[src/dbg_settings.svh]
`ifndef DBG_SETTINGS_SVH
`define DBG_SETTINGS_SVH

// core word and register index widths
`define DBG_WORD_W 32
`define DBG_REG_SEL_W 5

// command bytes from the SPI master
`define DBG_CMD_NOP           8'h00
`define DBG_CMD_ECHO          8'h01
`define DBG_CMD_TOGGLE_LED    8'h02
`define DBG_CMD_ENABLE_CLOCK  8'h03
`define DBG_CMD_DISABLE_CLOCK 8'h04
`define DBG_CMD_STEP_CLOCK    8'h05
`define DBG_CMD_GET_PC        8'h06
`define DBG_CMD_GET_REG       8'h07
`define DBG_CMD_ECHO_CC       8'hCC

// reply to any byte not in the command set
`define DBG_REPLY_ERR 8'hFF

`endif

[src/dbg_pkg.sv]
`include "dbg_settings.svh"

package dbg_pkg;

    // one byte on the SPI link
    typedef logic [7:0] spi_byte_t;

    // program counter or register value from the core
    typedef logic [`DBG_WORD_W-1:0] core_word_t;

    // core register index for the read port
    typedef logic [`DBG_REG_SEL_W-1:0] reg_sel_t;

    // command unit states
    // idle decodes a fresh command byte
    // echo returns the byte after ECHO
    // read_reg waits for the register index byte
    // replying streams the buffered word out
    typedef enum logic [1:0] {
        DBG_IDLE,
        DBG_ECHO,
        DBG_READ_REG,
        DBG_REPLYING
    } dbg_state_t;

endpackage

[src/spi_slave.sv]
`timescale 1ns/1ps

module spi_slave (
    input  logic               clk,
    input  logic               rst,
    input  logic               sclk,
    input  logic               mosi,
    input  logic               ss_n,
    output logic               miso,
    input  dbg_pkg::spi_byte_t reply_byte,
    output dbg_pkg::spi_byte_t recv_byte,
    output logic               recv_valid
);

    // two sync stages per pin, third stage of sclk and ss_n for edges
    logic [2:0] sclk_sr;
    logic [1:0] mosi_sr;
    logic [2:0] ss_sr;

    logic sclk_s;
    logic mosi_s;
    logic frame;
    logic sclk_rise;
    logic sclk_fall;
    logic ss_rise;

    // bits received so far in the current byte
    logic [2:0] bit_cnt;

    dbg_pkg::spi_byte_t rx_shift;
    dbg_pkg::spi_byte_t tx_shift;

    always_ff @(posedge clk) begin
        if (rst) begin
            sclk_sr <= '0;
            mosi_sr <= '0;
            // slave deselected while in reset
            ss_sr   <= '1;
        end else begin
            sclk_sr <= {sclk_sr[1:0], sclk};
            mosi_sr <= {mosi_sr[0], mosi};
            ss_sr   <= {ss_sr[1:0], ss_n};
        end
    end

    // mosi has the same depth as sclk so it lines up with the edge
    assign sclk_s    = sclk_sr[1];
    assign mosi_s    = mosi_sr[1];
    assign sclk_rise = sclk_sr[1] & ~sclk_sr[2];
    assign sclk_fall = ~sclk_sr[1] & sclk_sr[2];
    assign ss_rise   = ss_sr[1] & ~ss_sr[2];
    assign frame     = ~ss_sr[1];

    // end of frame restarts the byte
    always_ff @(posedge clk) begin
        if (rst || ss_rise) begin
            bit_cnt <= '0;
        end else if (frame && sclk_rise) begin
            bit_cnt <= bit_cnt + 3'd1;
        end
    end

    // mode 0 receive, msb first on rising sclk
    always_ff @(posedge clk) begin
        if (frame && sclk_rise) begin
            rx_shift <= {rx_shift[6:0], mosi_s};
            if (bit_cnt == 3'd7) begin
                recv_byte <= {rx_shift[6:0], mosi_s};
            end
        end
    end

    // one-cycle strobe on the 8th bit
    always_ff @(posedge clk) begin
        if (rst) begin
            recv_valid <= 1'b0;
        end else begin
            recv_valid <= frame && sclk_rise && (bit_cnt == 3'd7);
        end
    end

    // transmit side
    // between bytes, with sclk low, keep loading the reply so bit 7 is
    // on miso before the first rising edge; the load stops at that edge
    // shift waits for the 8th falling edge so bit 0 holds its full slot
    always_ff @(posedge clk) begin
        if (rst) begin
            tx_shift <= '0;
        end else if ((bit_cnt == 3'd0) && !sclk_s) begin
            tx_shift <= reply_byte;
        end else if (frame && sclk_fall && (bit_cnt != 3'd0)) begin
            tx_shift <= {tx_shift[6:0], 1'b0};
        end
    end

    assign miso = tx_shift[7];

endmodule

[src/dbg_reply_buffer.sv]
`timescale 1ns/1ps

module dbg_reply_buffer (
    input  logic                clk,
    input  logic                rst,
    input  logic                load,
    input  dbg_pkg::core_word_t load_word,
    input  logic                pop,
    output dbg_pkg::spi_byte_t  head_byte,
    output logic                last
);

    // bytes per core word, and a count wide enough to hold it
    localparam int NBYTES = $bits(dbg_pkg::core_word_t) / 8;
    localparam int CNT_W  = $clog2(NBYTES + 1);

    // captured word, msb byte sits at the top
    dbg_pkg::core_word_t data;

    // bytes still to hand out
    logic [CNT_W-1:0] count;

    // pop only moves a non-empty buffer
    logic advance;

    assign advance = pop && (count != '0);

    always_ff @(posedge clk) begin
        if (rst) begin
            count <= '0;
        end else if (load) begin
            count <= CNT_W'(NBYTES);
        end else if (advance) begin
            count <= count - CNT_W'(1);
        end
    end

    // next byte moves up into the head slot
    always_ff @(posedge clk) begin
        if (load) begin
            data <= load_word;
        end else if (advance) begin
            data <= data << 8;
        end
    end

    assign head_byte = data[$bits(data)-1 -: 8];

    // one byte left
    assign last = (count == CNT_W'(1));

endmodule

[src/dbg_command_unit.sv]
`timescale 1ns/1ps
`include "dbg_settings.svh"

module dbg_command_unit (
    input  logic                clk,
    input  logic                rst,
    input  dbg_pkg::spi_byte_t  recv_byte,
    input  logic                recv_valid,
    output dbg_pkg::spi_byte_t  reply_byte,
    output logic                buf_load,
    output dbg_pkg::core_word_t buf_word,
    output logic                buf_pop,
    input  dbg_pkg::spi_byte_t  buf_head,
    input  logic                buf_last,
    input  dbg_pkg::core_word_t core_pc,
    output dbg_pkg::reg_sel_t   reg_sel,
    input  dbg_pkg::core_word_t reg_data,
    output logic                led,
    output logic                core_clk_en
);

    dbg_pkg::dbg_state_t state;

    // level set by the enable and disable commands
    logic clk_en_q;

    // step request, then the one-cycle step pulse behind it
    logic step_req;
    logic step_pulse;

    // reg_sel just changed, reg_data is read on the next edge
    logic reg_pending;

    // GET_PC seen in idle
    logic pc_cmd;

    assign pc_cmd = recv_valid && (state == dbg_pkg::DBG_IDLE)
                    && (recv_byte == `DBG_CMD_GET_PC);

    // pc is captured with the command, register data one cycle after reg_sel
    assign buf_load = pc_cmd || reg_pending;
    assign buf_word = reg_pending ? reg_data : core_pc;

    // each byte received while replying takes the next buffered byte
    assign buf_pop = recv_valid && (state == dbg_pkg::DBG_REPLYING);

    // step pulse adds one cycle to a stopped clock
    assign core_clk_en = clk_en_q || step_pulse;

    always_ff @(posedge clk) begin
        if (rst) begin
            state       <= dbg_pkg::DBG_IDLE;
            reply_byte  <= '0;
            led         <= 1'b0;
            // core clock runs by default
            clk_en_q    <= 1'b1;
            step_req    <= 1'b0;
            step_pulse  <= 1'b0;
            reg_sel     <= '0;
            reg_pending <= 1'b0;
        end else begin
            // pulse lands two cycles after recv_valid
            step_pulse  <= step_req;
            step_req    <= 1'b0;
            reg_pending <= 1'b0;

            // register word is in the buffer, start streaming it
            if (reg_pending) begin
                state <= dbg_pkg::DBG_REPLYING;
            end

            if (recv_valid) begin
                case (state)
                    dbg_pkg::DBG_IDLE: begin
                        case (recv_byte)
                            `DBG_CMD_NOP: begin
                                reply_byte <= 8'h00;
                            end
                            `DBG_CMD_ECHO: begin
                                reply_byte <= `DBG_CMD_ECHO;
                                state      <= dbg_pkg::DBG_ECHO;
                            end
                            `DBG_CMD_TOGGLE_LED: begin
                                reply_byte <= 8'h00;
                                led        <= ~led;
                            end
                            `DBG_CMD_ENABLE_CLOCK: begin
                                reply_byte <= 8'h00;
                                clk_en_q   <= 1'b1;
                            end
                            `DBG_CMD_DISABLE_CLOCK: begin
                                reply_byte <= 8'h00;
                                clk_en_q   <= 1'b0;
                            end
                            `DBG_CMD_STEP_CLOCK: begin
                                reply_byte <= 8'h00;
                                // no effect on a running clock
                                step_req   <= ~clk_en_q;
                            end
                            `DBG_CMD_GET_PC: begin
                                reply_byte <= 8'h00;
                                state      <= dbg_pkg::DBG_REPLYING;
                            end
                            `DBG_CMD_GET_REG: begin
                                reply_byte <= 8'h00;
                                state      <= dbg_pkg::DBG_READ_REG;
                            end
                            `DBG_CMD_ECHO_CC: begin
                                reply_byte <= `DBG_CMD_ECHO_CC;
                            end
                            default: begin
                                reply_byte <= `DBG_REPLY_ERR;
                            end
                        endcase
                    end
                    dbg_pkg::DBG_ECHO: begin
                        reply_byte <= recv_byte;
                        state      <= dbg_pkg::DBG_IDLE;
                    end
                    dbg_pkg::DBG_READ_REG: begin
                        // low bits of the operand pick the register
                        reply_byte  <= 8'h00;
                        reg_sel     <= recv_byte[`DBG_REG_SEL_W-1:0];
                        reg_pending <= 1'b1;
                    end
                    dbg_pkg::DBG_REPLYING: begin
                        // received byte is ignored here
                        reply_byte <= buf_head;
                        if (buf_last) begin
                            state <= dbg_pkg::DBG_IDLE;
                        end
                    end
                    default: begin
                        state <= dbg_pkg::DBG_IDLE;
                    end
                endcase
            end
        end
    end

endmodule

[src/dbg_spi_top.sv]
`timescale 1ns/1ps

module dbg_spi_top (
    input  logic                clk,
    input  logic                rst,
    input  logic                sclk,
    input  logic                mosi,
    input  logic                ss_n,
    output logic                miso,
    input  dbg_pkg::core_word_t core_pc,
    output dbg_pkg::reg_sel_t   reg_sel,
    input  dbg_pkg::core_word_t reg_data,
    output logic                led,
    output logic                core_clk_en
);

    // receiver to command unit
    dbg_pkg::spi_byte_t recv_byte;
    logic               recv_valid;

    // held reply for the next exchange
    dbg_pkg::spi_byte_t reply_byte;

    // command unit to reply buffer
    logic                buf_load;
    dbg_pkg::core_word_t buf_word;
    logic                buf_pop;
    dbg_pkg::spi_byte_t  buf_head;
    logic                buf_last;

    spi_slave u_spi (
        .clk        (clk),
        .rst        (rst),
        .sclk       (sclk),
        .mosi       (mosi),
        .ss_n       (ss_n),
        .miso       (miso),
        .reply_byte (reply_byte),
        .recv_byte  (recv_byte),
        .recv_valid (recv_valid)
    );

    dbg_reply_buffer u_buf (
        .clk       (clk),
        .rst       (rst),
        .load      (buf_load),
        .load_word (buf_word),
        .pop       (buf_pop),
        .head_byte (buf_head),
        .last      (buf_last)
    );

    dbg_command_unit u_cmd (
        .clk         (clk),
        .rst         (rst),
        .recv_byte   (recv_byte),
        .recv_valid  (recv_valid),
        .reply_byte  (reply_byte),
        .buf_load    (buf_load),
        .buf_word    (buf_word),
        .buf_pop     (buf_pop),
        .buf_head    (buf_head),
        .buf_last    (buf_last),
        .core_pc     (core_pc),
        .reg_sel     (reg_sel),
        .reg_data    (reg_data),
        .led         (led),
        .core_clk_en (core_clk_en)
    );

endmodule

[config.mk]
export PLATFORM = sky130hd
export DESIGN_NAME = dbg_spi_top
export DESIGN_NICKNAME = d
export VERILOG_FILES = /design/src/dbg_pkg.sv /design/src/spi_slave.sv /design/src/dbg_reply_buffer.sv /design/src/dbg_command_unit.sv /design/src/dbg_spi_top.sv
export VERILOG_INCLUDE_DIRS = /design/src /design/src/src
export SDC_FILE = /design/constraint.sdc
export NUM_CORES = 1
export LEC_CHECK = 0
export ABC_AREA = 1
export BUFFER_PORTS_ARGS = -buffer_cell sky130_fd_sc_hd__buf_2
export CORE_MARGIN = 3
export CORE_UTILIZATION = 25
export CTS_CLUSTER_DIAMETER = 50
export CTS_CLUSTER_SIZE = 25
export DETAILED_ROUTE_END_ITERATION = 10
export PLACE_DENSITY = 0.41
export SLEW_MARGIN = 20
export SYNTH_ARGS = -nofsm -noshare
export SYNTH_HDL_FRONTEND = slang
export SYNTH_SLANG_ARGS = --single-unit
[constraint.sdc]
create_clock -name clk -period 2.2 [get_ports clk]
set_clock_uncertainty 0.15 [all_clocks]
set_input_delay 0 -clock clk [delete_from_list [all_inputs] [get_ports clk]]
set_output_delay 0 -clock clk [all_outputs]
set_load 0.005 [all_outputs]
==> summary by stage, run 1 <==
Detailed routing
The routed layout has between 3000 and 4000 vias. After detailed routing, the number of remaining DRC violations is 0. For this block, the initial DRC count from the detailed router was 126. The detail-routed net length per standard cell is roughly 13 microns. The total routed wirelength is ~11000 microns. Dividing the detail-routed via count by the number of cells gives roughly 4.3. The number of iterations in the first detailed-routing pass is 4.

The count of nets left with antenna violations once routing finished came out at 0.

STA
The hold violation total from the final report came to 0. Setup repair after global routing left no endpoint under its margin. In the finished design, the share of the clock period the worst path needs comes to 0.946. The worst path in the final design needs a cycle of around 2.1 ns, including I/O delays and setup. Adding up every negative setup slack in the final design gives 0 ns. Setup slack closes at ~0.12 ns. The worst hold slack is ~0.23 ns. The final-report setup violation count is 0.

The max-slew violation count is 0. Timing would allow up to 480 MHz. At the pin with the least slew margin, the transition time is 0.517 ns. Headroom to the max-slew limit came out at 0.655.

Yosys
Of the post-synthesis cell area, the dominant cell type holds 0.348. Yosys instantiated no cell more often than sky130_fd_sc_hd__nand2_1. After synthesis, the largest family of logic cells by area is simple AND/OR/NAND/NOR gates. The largest total area in the synthesized netlist belongs to sky130_fd_sc_hd__edfxtp_1.

The count of distinct cell types in the synthesized netlist is 29. After synthesis the cells add up to 4050 sq um. The synthesized net count is 545.

The synthesized-area fraction occupied by and/or/nand/nor cells is 0.209. Yosys attributes the largest share of cell area to sky130_fd_sc_hd__edfxtp_1 35%, sky130_fd_sc_hd__dfxtp_1 21%, sky130_fd_sc_hd__nand2_1 10%, sky130_fd_sc_hd__nor2_1 5.7%, sky130_fd_sc_hd__a21oi_1 4.7%. In the synthesized netlist, the cells that appear most often are 113 x sky130_fd_sc_hd__nand2_1, 61 x sky130_fd_sc_hd__nor2_1, 47 x sky130_fd_sc_hd__edfxtp_1.

The average size of a mapped cell is around 8.6 sq um. After synthesis, the share of cell area in mux cells is 0. Counting flops and latches in the post-synthesis netlist gives 90.

The synthesized instance count is 470. The sequential-to-total area share from yosys stat is 0.561. The synthesized design contains between 40 and 50 enable-type register cells. The fraction of registers with async set/reset is 0.

The xor and xnor area share after synthesis is 0.00649. The post-synthesis compound-gate area fraction is 0.133. For this run, the number of Yosys warnings is 0. Of the total synthesized cell area, the portion taken by full adders, half adders and majority gates is 0.0185. The primary flip-flop cell chosen by synthesis mapping is sky130_fd_sc_hd__edfxtp_1.

Clocking
The later pin in the worst-skew pair is clocked with a latency of roughly 0.34 ns. The number of buffers between clock root and the deepest sink is 2. The sink count of the clock tree is 90. The number of buffers inserted during clock tree synthesis is 9. The H-tree was split into 3 levels.

The number of buffers inserted by post-CTS setup repair is 0. The tree is rooted in a sky130_fd_sc_hd__clkbuf_16. TritonCTS built the clock tree. The post-CTS clock slew at the launch and capture registers of the worst setup and hold paths is ~0.060 ns.

Die
The area of the placeable core is 15500 sq um. The I/O pin count is 77. The die is approximately 130 microns wide. The die is ~130 microns tall.

The floorplan has 45 rows. The initial utilization of the core area, before any placement, comes to 0.261. The die covers approximately 18000 sq um.

Min path
The path class of the tightest hold or removal check is primary input to register. The startpoint of the most critical hold path is ss_n. The number of cells on the worst hold path is 3.

Placed design
The last weighted congestion value of the routability-driven placer is approximately 0.84. The pre-CTS worst setup slack is 0.277 ns. The number of placed instances, taps included, is 748. Detailed placement ended at an HPWL of around 7000 microns.

The count of input and output buffers is 76.

GRT
The overall fraction of global-route tracks in use is 0.124. met2 is the most crowded layer. The met3 global-route usage is 0.0291. The first-pass GRT wire length is between 15000 and 20000 microns. The global routing usage on met1 is 0.158. The leftover overflow at the end of global routing is 0. Entering global routing, the biggest net connects a little over 50 pins. The via count of the first global-routing pass is 3545. The global-route met2 utilization is 0.197. The number of antenna violations at the first check in global routing is 0.

Run
Across the run, the number of max-cap violations was 0.

Run status
The flow ran to the end, and the final reports show no timing, DRC or antenna violations.

Power and ir drop
IR analysis of the VDD net gives a maximum drop of about 0.34 mV. The power density over the cells is slightly above 600 nW/um^2. The analysis attributes to cell leakage a power of 0.00237 uW.

Critical path
The critical path data required time is around 2.3 ns. The setup slack on the worst flop-to-flop path is roughly 0.12 ns. The most critical setup path has its startpoint at u_spi.recv_byte[3]. The origin of the critical flop-to-flop path is u_spi.recv_byte[3].

The sort of element at the start of the critical path is a register. The worst setup path is captured at a register. The classification of the worst setup path is register to register.

For the worst setup path, the data arrival time is 2.15 ns. Counting cells, the worst reg-to-reg path comes to 8. The highest net fanout along the worst path is 10.

Final layout
The synthesis-to-finish area growth is 40.9%. The proportion of layout cells with a drive suffix above 1 is 0.189. The finished layout holds around 830 standard cells, fillers aside. The repair_antennas step left the layout with diodes totalling 0. The final net count is approximately 700.
-- per-layer routing --
metal  share of wire  vias to the layer above  routed length [microns]
li1                -                     1861                        -
met2            0.46                       92                     4870
met3           0.050                       19                      529
met1            0.46                     1616                     4830
met5               0                        -                        0
met4           0.027                        0                      284
-- kinds of logic after synthesis --
group | Yosys count
adder cells (fa/ha/maj) | 6
AO/OA/AOI/OAI | 95
buffers and inverters | 70
AND/OR/NAND/NOR | 206
XOR/XNOR | 3
flip-flops | 90
-- timing repair --
action                                  CTS  global route
hold buffers                             70             0
endpoints found under the setup margin    0             8
resized for setup                         0             4
hold endpoints to repair                 41             0
-- registers in the layout (all words and copies together) (netlist names), 3 cells and up --
name,flops
u_spi.rx_shift,7
u_buf.data,32
u_cmd.reply_byte,8
u_spi.tx_shift,8
u_spi.bit_cnt,3
u_buf.count,3
u_spi.ss_sr,3
u_cmd.reg_sel,5
u_spi.sclk_sr,3
u_spi.recv_byte,8
-- worst paths after layout --
kind | to
max | u_buf.data[7]
min | u_spi.ss_sr[0]
max reg2reg | u_buf.data[7]
min reg2reg | u_cmd.step_pulse
-- power by group --
group / total, uW / internal, uW / switching, uW
combinational: 220 / 137 / 83.0
sequential: 1770 / 1760 / 5.37
clock: 1500 / 877 / 627
total: 3490 / 2780 / 715
-- layout by cell type (no fill, tap or decap), drive strengths merged, types with 3 or more instances in the layout --
cell type	count
nor2	63
a31oi	24
edfxtp	47
clkbuf	11
dlygate4sd3	70
a211oi	6
a21oi	38
clkinv	4
dfxtp	43
o21ai	21
ha	6
nor3	4
xor2	3
o211ai	5
inv	48
nand3	17
or2	4
buf	88
nand2	115
-- worst max-delay path: stages (launching register included) --
cell and delay [ns]:
sky130_fd_sc_hd__edfxtp_1 0.43, sky130_fd_sc_hd__inv_1 0.13, sky130_fd_sc_hd__nand2_2 0.09, sky130_fd_sc_hd__nor2_2 0.16
sky130_fd_sc_hd__nand3_2 0.11, sky130_fd_sc_hd__nand2_4 0.09, sky130_fd_sc_hd__inv_2 0.11, sky130_fd_sc_hd__a21oi_1 0.14
sky130_fd_sc_hd__dlygate4sd3_1 0.56
-- final cells by class --
| cell class | instances | area (sq um) |
|---|---|---|
| Clock buffer | 11 | 233 |
| Clock inverter | 5 | 55.1 |
| Fill cell | 1645 | 9830 |
| Inverter | 49 | 184 |
| Multi-Input combinational cell | 310 | 1500 |
| Sequential cell | 90 | 2270 |
| Tap cell | 211 | 264 |
| Timing Repair Buffer | 158 | 1200 |
-- stage by stage --
stage,cell area [sq um],utilization,power [uW]
2_1_floorplan,4050,-,1860
3_3_place_gp,4700,0.303,1940
3_5_place_dp,4700,0.303,1940
4_1_cts,5690,0.366,3550
5_1_grt,5710,0.367,3640
6_report,5710,0.367,3490
Power figures use the tool's default switching activity.
==> run 2, diff against run 1 <==
- CELL_PAD_IN_SITES_DETAIL_PLACEMENT: unset -> 0
- CELL_PAD_IN_SITES_GLOBAL_PLACEMENT: unset -> 2
- PLACE_DENSITY: 0.41 -> 0.63
- REMOVE_ABC_BUFFERS: unset -> 1
==> run 2 against run 1 <==
  * Power rose by 4.3%
  * Hold slack got worse by 0.0042 ns
  * Global-route usage rose by 0.81 points
  * Non-clock buffer count rose by 2
  * Core utilization rose by 0.11 points
  * Combinational power barely moved
  * Critical endpoint is now u_buf.data[2]
  * Largest cell class unchanged
  * Highest routed layer unchanged
==> summary by stage, run 2 (same netlist as run 1, synthesis figures left out) <==
GRT
The leftover overflow at the end of global routing is 0. The pin count of the biggest net entering global routing is 35. The number of antenna violations at the first check in global routing is 0. The first-pass GRT wire length is approximately 18000 microns. For this run, the total global-route usage over all layers was measured as 0.132. The via count of the first global-routing pass is around 3700.

Die
The floorplan die height is 133 microns. The core region is between 15000 and 20000 sq um. The die boundary width is 133 microns. The number of core rows is 45. The I/O pin count is 77. The die area is between 15000 and 20000 sq um. The effective utilization at floorplan is 0.261.

Detailed routing
The final layout contains routed wiring with a total length of between 10000 and 15000 microns. For this run, the detailed router's first-pass iteration total came to 4. The total DRC errors in the routed layout is 0. The detailed router finished its first iteration with 190 violations.

In the routed layout, each cell is associated on average with a via count of about 4.3. The remaining antenna violation count after routing is 0. Dividing the detail-routed wire length by the instance count gives 13.2 microns. The routed layout has approximately 3600 vias.

Placed design
The count of input and output buffers is 76. In this run the cell area measured after placement is around 4700 sq um. At the end of routability-driven placement, the weighted congestion stood at 0.801. Once detailed placement completed, the half-perimeter wirelength came to slightly below 8000 microns. The number of placed instances, taps included is 749.

Clocking
The sink count of the clock tree is 90. The number of buffers inserted during clock tree synthesis is 9. The clock latency reported for the late side of the worst-skew pair is about 0.34 ns.

Clock-pin slew was measured on the worst setup and hold paths at around 0.06 ns. In this run the clock root is driven by a sky130_fd_sc_hd__clkbuf_16. The TritonCTS clock tree is yes. The number of buffers between clock root and the deepest sink is 2. The H-tree was split into 3 levels.

Final layout
The synthesis-to-finish area growth is 41.3%. In the final layout, flip-flops and latches occupy around 2300 sq um. Counting flops per register, the top entry is u_buf.data. Once layout is complete, the utilization of the core stands at 0.368. The register with the most flip-flops in the layout has 32 of them. The number of antenna diodes is 0. In the layout the commonest cells are 113 x sky130_fd_sc_hd__nand2_1, 76 x sky130_fd_sc_hd__buf_2, 69 x sky130_fd_sc_hd__dlygate4sd3_1.

The proportion of layout cells with a drive suffix above 1 is 0.195. The most common cell after layout, fill and taps aside is sky130_fd_sc_hd__nand2_1. After filler insertion, the fill cell instance count of the layout stands at roughly 1600. The multi-input gate area in the final layout is roughly 1500 sq um. Leaving out filler cells and counting taps, the final layout contains about 840. Summing all non-filler instances in the final layout gives an area of about 5700 sq um.

For this run, the post-layout net count is ~700.

Critical path
In this run the critical register-to-register path is launched from u_spi.recv_byte[3]. Traced cell by cell, the critical path runs through inv_1, nand2_2, nor2_2, nand3_2, nand2_4, inv_2, a21oi_1, dlygate4sd3_1. The number of cells on the worst reg-to-reg path is 8. The worst register-to-register path ends at u_buf.data[2]. The category of the worst setup path capture point is a register. The classification of the worst setup path is register to register. The slowest cell on the critical path is sky130_fd_sc_hd__dlygate4sd3_1.

The signal arrival time at the worst endpoint is approximately 2.1 ns. STA classifies the critical path startpoint as a register. The highest net fanout along the worst path is 10. The critical path data required time is approximately 2.3 ns. The source of the critical timing path is u_spi.recv_byte[3].

Across all register-to-register paths, the minimum setup slack is approximately 0.12 ns. The delay of the slowest cell on the worst path is roughly 0.56 ns.

STA
The hold violation total from the final report came to 0. The aggregate negative setup slack is 0 ns. The achievable clock frequency is about 480 MHz. Setup violations remaining at the end of the flow were counted as 0. The max-slew violation count was 0.

For the pin with the worst max-slew slack, the measured transition is approximately 0.53 ns. The clock period minus worst slack is approximately 2.1 ns. The fraction of the cycle the final worst path needs is 0.944.

In this run the tightest slew margin relative to its limit is 0.645. Setup repair after global routing left no endpoint under its margin.

Run status
The flow ran to the end, and the final reports show no timing, DRC or antenna violations.

Power and ir drop
Across the VDD grid, the largest voltage drop is 0.364 mV. Summed over all cells, the static leakage comes to roughly 0.0024 uW. The power density over the cells is ~640 nW/um^2.

Min path
The class of the tightest hold or removal check is primary input to register. The startpoint identified for the worst hold timing path is ss_n. Along the worst hold path, the cell count comes to 3. The end point of the most critical hold path is u_spi.ss_sr[0].

Run
The max-capacitance violation count is 0.
[run 2: per-layer routing]
layer | wire [microns] | global-route usage
met5 | 0 | 0
met4 | 127 | 0.0411
met3 | 566 | 0.0363
met2 | 5070 | 0.215
met1 | 5280 | 0.170
[run 2: how the worst max path moves through the flow]
stage | slack [ns] | cells after the start | to
after global routing | 0.006 | 8 | u_buf.data[4]
after floorplan | -1.39 | 4 | u_buf.data[0]
after CTS | 0.07 | 8 | u_buf.data[6]
final | 0.12 | 8 | u_buf.data[2]
after global placement | 0.24 | 8 | u_buf.data[13]
after detailed placement | 0.18 | 8 | u_buf.data[12]
[run 2: worst max-delay path, delay by kind of cell, from the launching register on]
family,cells,cell delay [ns]
AO/OA/AOI/OAI,1,0.14
AND/OR/NAND/NOR,4,0.46
buffers and inverters,3,0.78
flip-flops,1,0.42
[run 2: repair_timing]
action,CTS,global route
endpoints found under the hold margin,38,0
resized for setup,0,3
setup buffers,0,2
hold buffers,69,0
setup endpoints to repair,0,7
[run 2: cell type report]
| type | count | share of cell area |
|---|---|---|
| Clock inverter | 3 | 0.00765 |
| Multi-Input combinational cell | 310 | 0.261 |
| Inverter | 49 | 0.0321 |
| Clock buffer | 13 | 0.0492 |
| Timing Repair Buffer | 160 | 0.207 |
| Tap cell | 211 | 0.0461 |
| Sequential cell | 90 | 0.397 |
[run 2: stage by stage]
stage                     power [uW]  setup WS, ns  hold slack, ns
after floorplan                 1850         -1.39         -0.0809
after global placement          1940         0.243          0.0396
after detailed placement        1940         0.177          0.0395
after CTS                       3710        0.0677           0.211
final                           3640         0.123           0.226
after global routing            3800       0.00590           0.245
[run 2: power breakdown]
group / internal (uW) / switching [uW]
Sequential: 1760 / 5.36
Clock: 1010 / 639
Combinational: 137 / 85.2
Total: 2910 / 729
==> run 3, diff against run 2 <==
- ABC_AREA: 1 -> unset
- PLACE_DENSITY: 0.63 -> 0.59
==> run 3 against run 2 <==
  * The run now ends with setup timing left
  * Hold slack got worse by 0.13 ns
  * Count of clock-buffer cells in the layout unchanged
  * Non-clock buffer count increased by 19
  * Design area increased by 6.9%
  * Fmax decreased by 11%
==> summary by stage, run 3 <==
Yosys
Of the post-synthesis cell area, the dominant cell type holds 0.337. By area the synthesized netlist is led by sky130_fd_sc_hd__edfxtp_1 34%, sky130_fd_sc_hd__dfxtp_1 21%, sky130_fd_sc_hd__nor3_1 6.9%, sky130_fd_sc_hd__nor3_2 4.8%, sky130_fd_sc_hd__nor2b_1 4.6%. The largest total area in the synthesized netlist belongs to sky130_fd_sc_hd__edfxtp_1.

The most common cell in the synthesized netlist is sky130_fd_sc_hd__nor3_1. In this run the cell area of the synthesized design comes to between 4000 and 5000 sq um. The primary flip-flop cell chosen by synthesis mapping is sky130_fd_sc_hd__edfxtp_1.

In the synthesized netlist, the number of instances is about 400. The count of distinct cell types in the synthesized netlist is 50. The count of warnings emitted by yosys is 0.

Yosys mapped a number of flops with a built-in enable equal to 47. After synthesis, the most frequently instantiated cells are 58 x sky130_fd_sc_hd__nor3_1, 47 x sky130_fd_sc_hd__edfxtp_1, 43 x sky130_fd_sc_hd__dfxtp_1. The sequential-to-total area share from yosys stat is 0.543. Counting flops and latches in the post-synthesis netlist gives 90. The average instance in the mapped netlist occupies 10.6 sq um. The fraction of registers with async set/reset is 0.

Critical path
The origin of the critical flop-to-flop path is u_spi.recv_byte[5]. The worst setup path is launched from a register. In this run the worst path has a maximum fanout of 6. STA classifies the critical path endpoint as a register.

The classification of the worst setup path is register to register. The signal arrival time at the worst endpoint is ~2.3 ns. The most critical setup path has its startpoint at u_spi.recv_byte[5]. The critical path data required time is 2.14 ns.

Final layout
The register with the most flip-flops in the layout has 32 of them. Relative to the synthesized area, the layout overhead comes to 46.2%. The filler cell count in the final layout is ~1700. The number of antenna diodes in the final layout is 0. The final net count is between 600 and 700.

In the layout the commonest cells are 76 x sky130_fd_sc_hd__buf_2, 67 x sky130_fd_sc_hd__dlygate4sd3_1, 54 x sky130_fd_sc_hd__nor3_1. Once layout is complete, the cells apart from fillers number 773. The multi-input combinational cells in the finished layout cover a total of 1790 sq um. The most common cell after layout, fill and taps aside is sky130_fd_sc_hd__buf_2. In the final layout, the share of cells above drive strength 1 is 0.293. Registers take 2280 sq um. More flip-flops sit in one register than any other, and that register is u_buf.data. After routing the design area is approximately 6100 sq um.

Clocking
The H-tree depth is 3. The TritonCTS clock tree is yes. The later pin in the worst-skew pair is clocked with a latency of between 0.3 and 0.4 ns. The root buffer cell chosen for the clock tree is sky130_fd_sc_hd__clkbuf_16.

After clock tree synthesis, the clock-pin slew on the worst setup and hold paths is roughly 0.060 ns. The number of buffers inserted during clock tree synthesis is 9. For this design, the sink count on the clock tree is 90. The number of buffers between clock root and the deepest sink is 2.

STA
Setup repair after global routing could not meet its margin everywhere. The achievable clock frequency is between 400 and 500 MHz. The final setup slack of the worst path is -0.138 ns. The hold violation total from the final report is 0. Hold timing on the final database bottoms out at a slack of ~0.09 ns. The aggregate negative setup slack is -6.05 ns. The final-report setup violation count is 64. The slew at the pin closest to its max-slew limit is 0.804 ns. Counting I/O delays and the setup requirement, the final critical path takes around 2.3 ns. The max-slew violation count is 0. The relative slew slack is 0.464. Dividing the final minimum period by the clock period gives 1.06.

Die
The core region is between 15000 and 20000 sq um. The die boundary width is 135 microns. The die area is around 18000 sq um. The I/O pin count is between 70 and 80. The floorplan die height is ~140 microns. The initial utilization of the core area, before any placement, comes to 0.260. The number of core rows is 46.

Power and ir drop
The power density over the cells is 574 nW/um^2. IR analysis of the VDD net gives a maximum drop of approximately 0.40 mV. For this design the static power due to leakage is ~0.0023 uW.

Detailed routing
After detailed routing, the number of vias per cell comes to between 4 and 5. The total DRC errors in the routed layout is 0. The total routed wirelength is roughly 11000 microns.

After detailed routing, the wire length on met1 is between 5000 and 6000 microns. Wire segments on met2 add up to between 4000 and 5000 microns in the final route. The routed layout has approximately 3400 vias. In this run the remaining antenna-violating nets after routing total 0.

The initial DRC count is ~140. Routed signal wires occupy layers up through met4. The total length of routed met3 wires is 441 microns. The first TritonRoute pass finished after 4 iterations. Dividing the detail-routed wire length by the instance count gives 14.0 microns.

Placed design
The HPWL reported at the end of detailed placement is between 6000 and 7000 microns. The count of input and output buffers is 76. The number of placed instances, taps included is between 600 and 700. The placed instances occupy a cell area of roughly 5000 sq um.

The last weighted congestion value of the routability-driven placer is ~0.73.

GRT
The total overflow left after global routing is 0. The first global-routing pass estimated between 15000 and 20000 microns of wire. The pin count of the biggest net entering global routing is 43. The number of antenna violations at the first check in global routing was 0.

The via count of the first global-routing pass came to approximately 3500. The overall fraction of global-route tracks in use is 0.123.

Min path
In this run the most critical hold path is launched from rst. The worst hold path belongs to the class primary input to register.

Run status
The final reports fail on setup timing. The run finished, with violations left.

Run
Across the run, the number of max-cap violations was 0.
==> run 3: cell types whose count changed after synthesis, sizes merged, moves of 4 or more <==
cell and change:
mux2i +14, nor2 -31, nor2b +31, o21ai -16
a31oi -19, o211ai -4, nand2 -104, inv -38
a22o +7, a21oi -34, nand3 -9, clkbuf +10
a311oi +8, nor3 +74
==> run 3: area by class of cell <==
| cell class | instances | share of cell area |
|---|---|---|
| Clock buffer | 13 | 0.0425 |
| Multi-Input combinational cell | 262 | 0.293 |
| Timing Repair Buffer | 179 | 0.237 |
| Inverter | 10 | 0.00613 |
| Sequential cell | 90 | 0.372 |
| Clock inverter | 3 | 0.00613 |
| Tap cell | 216 | 0.0442 |
==> run 3: kinds of logic after synthesis <==
family | count (synthesis) | synth area share
and+or+nand+nor | 190 | 0.267
xor gates and xnor gates | 3 | 0.00628
adders and majority gates | 6 | 0.0179
DFF | 90 | 0.543
muxes | 16 | 0.0388
AOI/OAI and AO/OA | 47 | 0.0843
buffers and inverters | 43 | 0.0433
==> run 3: repair_timing <==
item,CTS,global route
pin swaps,6,9
resized for setup,8,9
cloned,3,1
buffers inserted,3,1
endpoints found under the hold margin,35,0
hold buffers,67,0
endpoints found under the setup margin,64,65
==> run 3: critical path, cell delays in order (launching register included) <==
cell,delay [ns]
sky130_fd_sc_hd__edfxtp_1,0.39
sky130_fd_sc_hd__or4_4,0.56
sky130_fd_sc_hd__or4_4,0.58
sky130_fd_sc_hd__clkbuf_16,0.21
sky130_fd_sc_hd__nor3_1,0.13
sky130_fd_sc_hd__nor3_1,0.06
==> run 3: power breakdown <==
group          internal, uW  switching [uW]  total (uW)
Sequential             1760            5.36        1770
Clock                   936             618        1550
Combinational           131            64.3         195
==> run 3: metrics by stage <==
step           power, uW  utilization  setup WS (ns)
3_5_place_dp        1900        0.307         -0.202
2_1_floorplan       1820            -          -1.15
5_1_grt             3680        0.380         -0.179
3_3_place_gp        1910        0.307         -0.138
6_report            3510        0.380         -0.138
4_1_cts             3580        0.375         -0.130
==> run 3: final timing paths <==
path,endpoint,slack (ns),cells after the start
hold / removal,u_cmd.reg_sel[4],0.09,2
hold reg to reg,u_spi.ss_sr[1],0.26,1
setup reg to reg,u_buf.data[9],-0.14,5
setup / recovery,u_buf.data[9],-0.14,5
==> run 3: routing by layer <==
layer  global-route usage  vias up
li1                     -     1753
met1                0.163     1585
met2                0.195       76
met3               0.0271       14
met4               0.0526        0
met5                    0        -
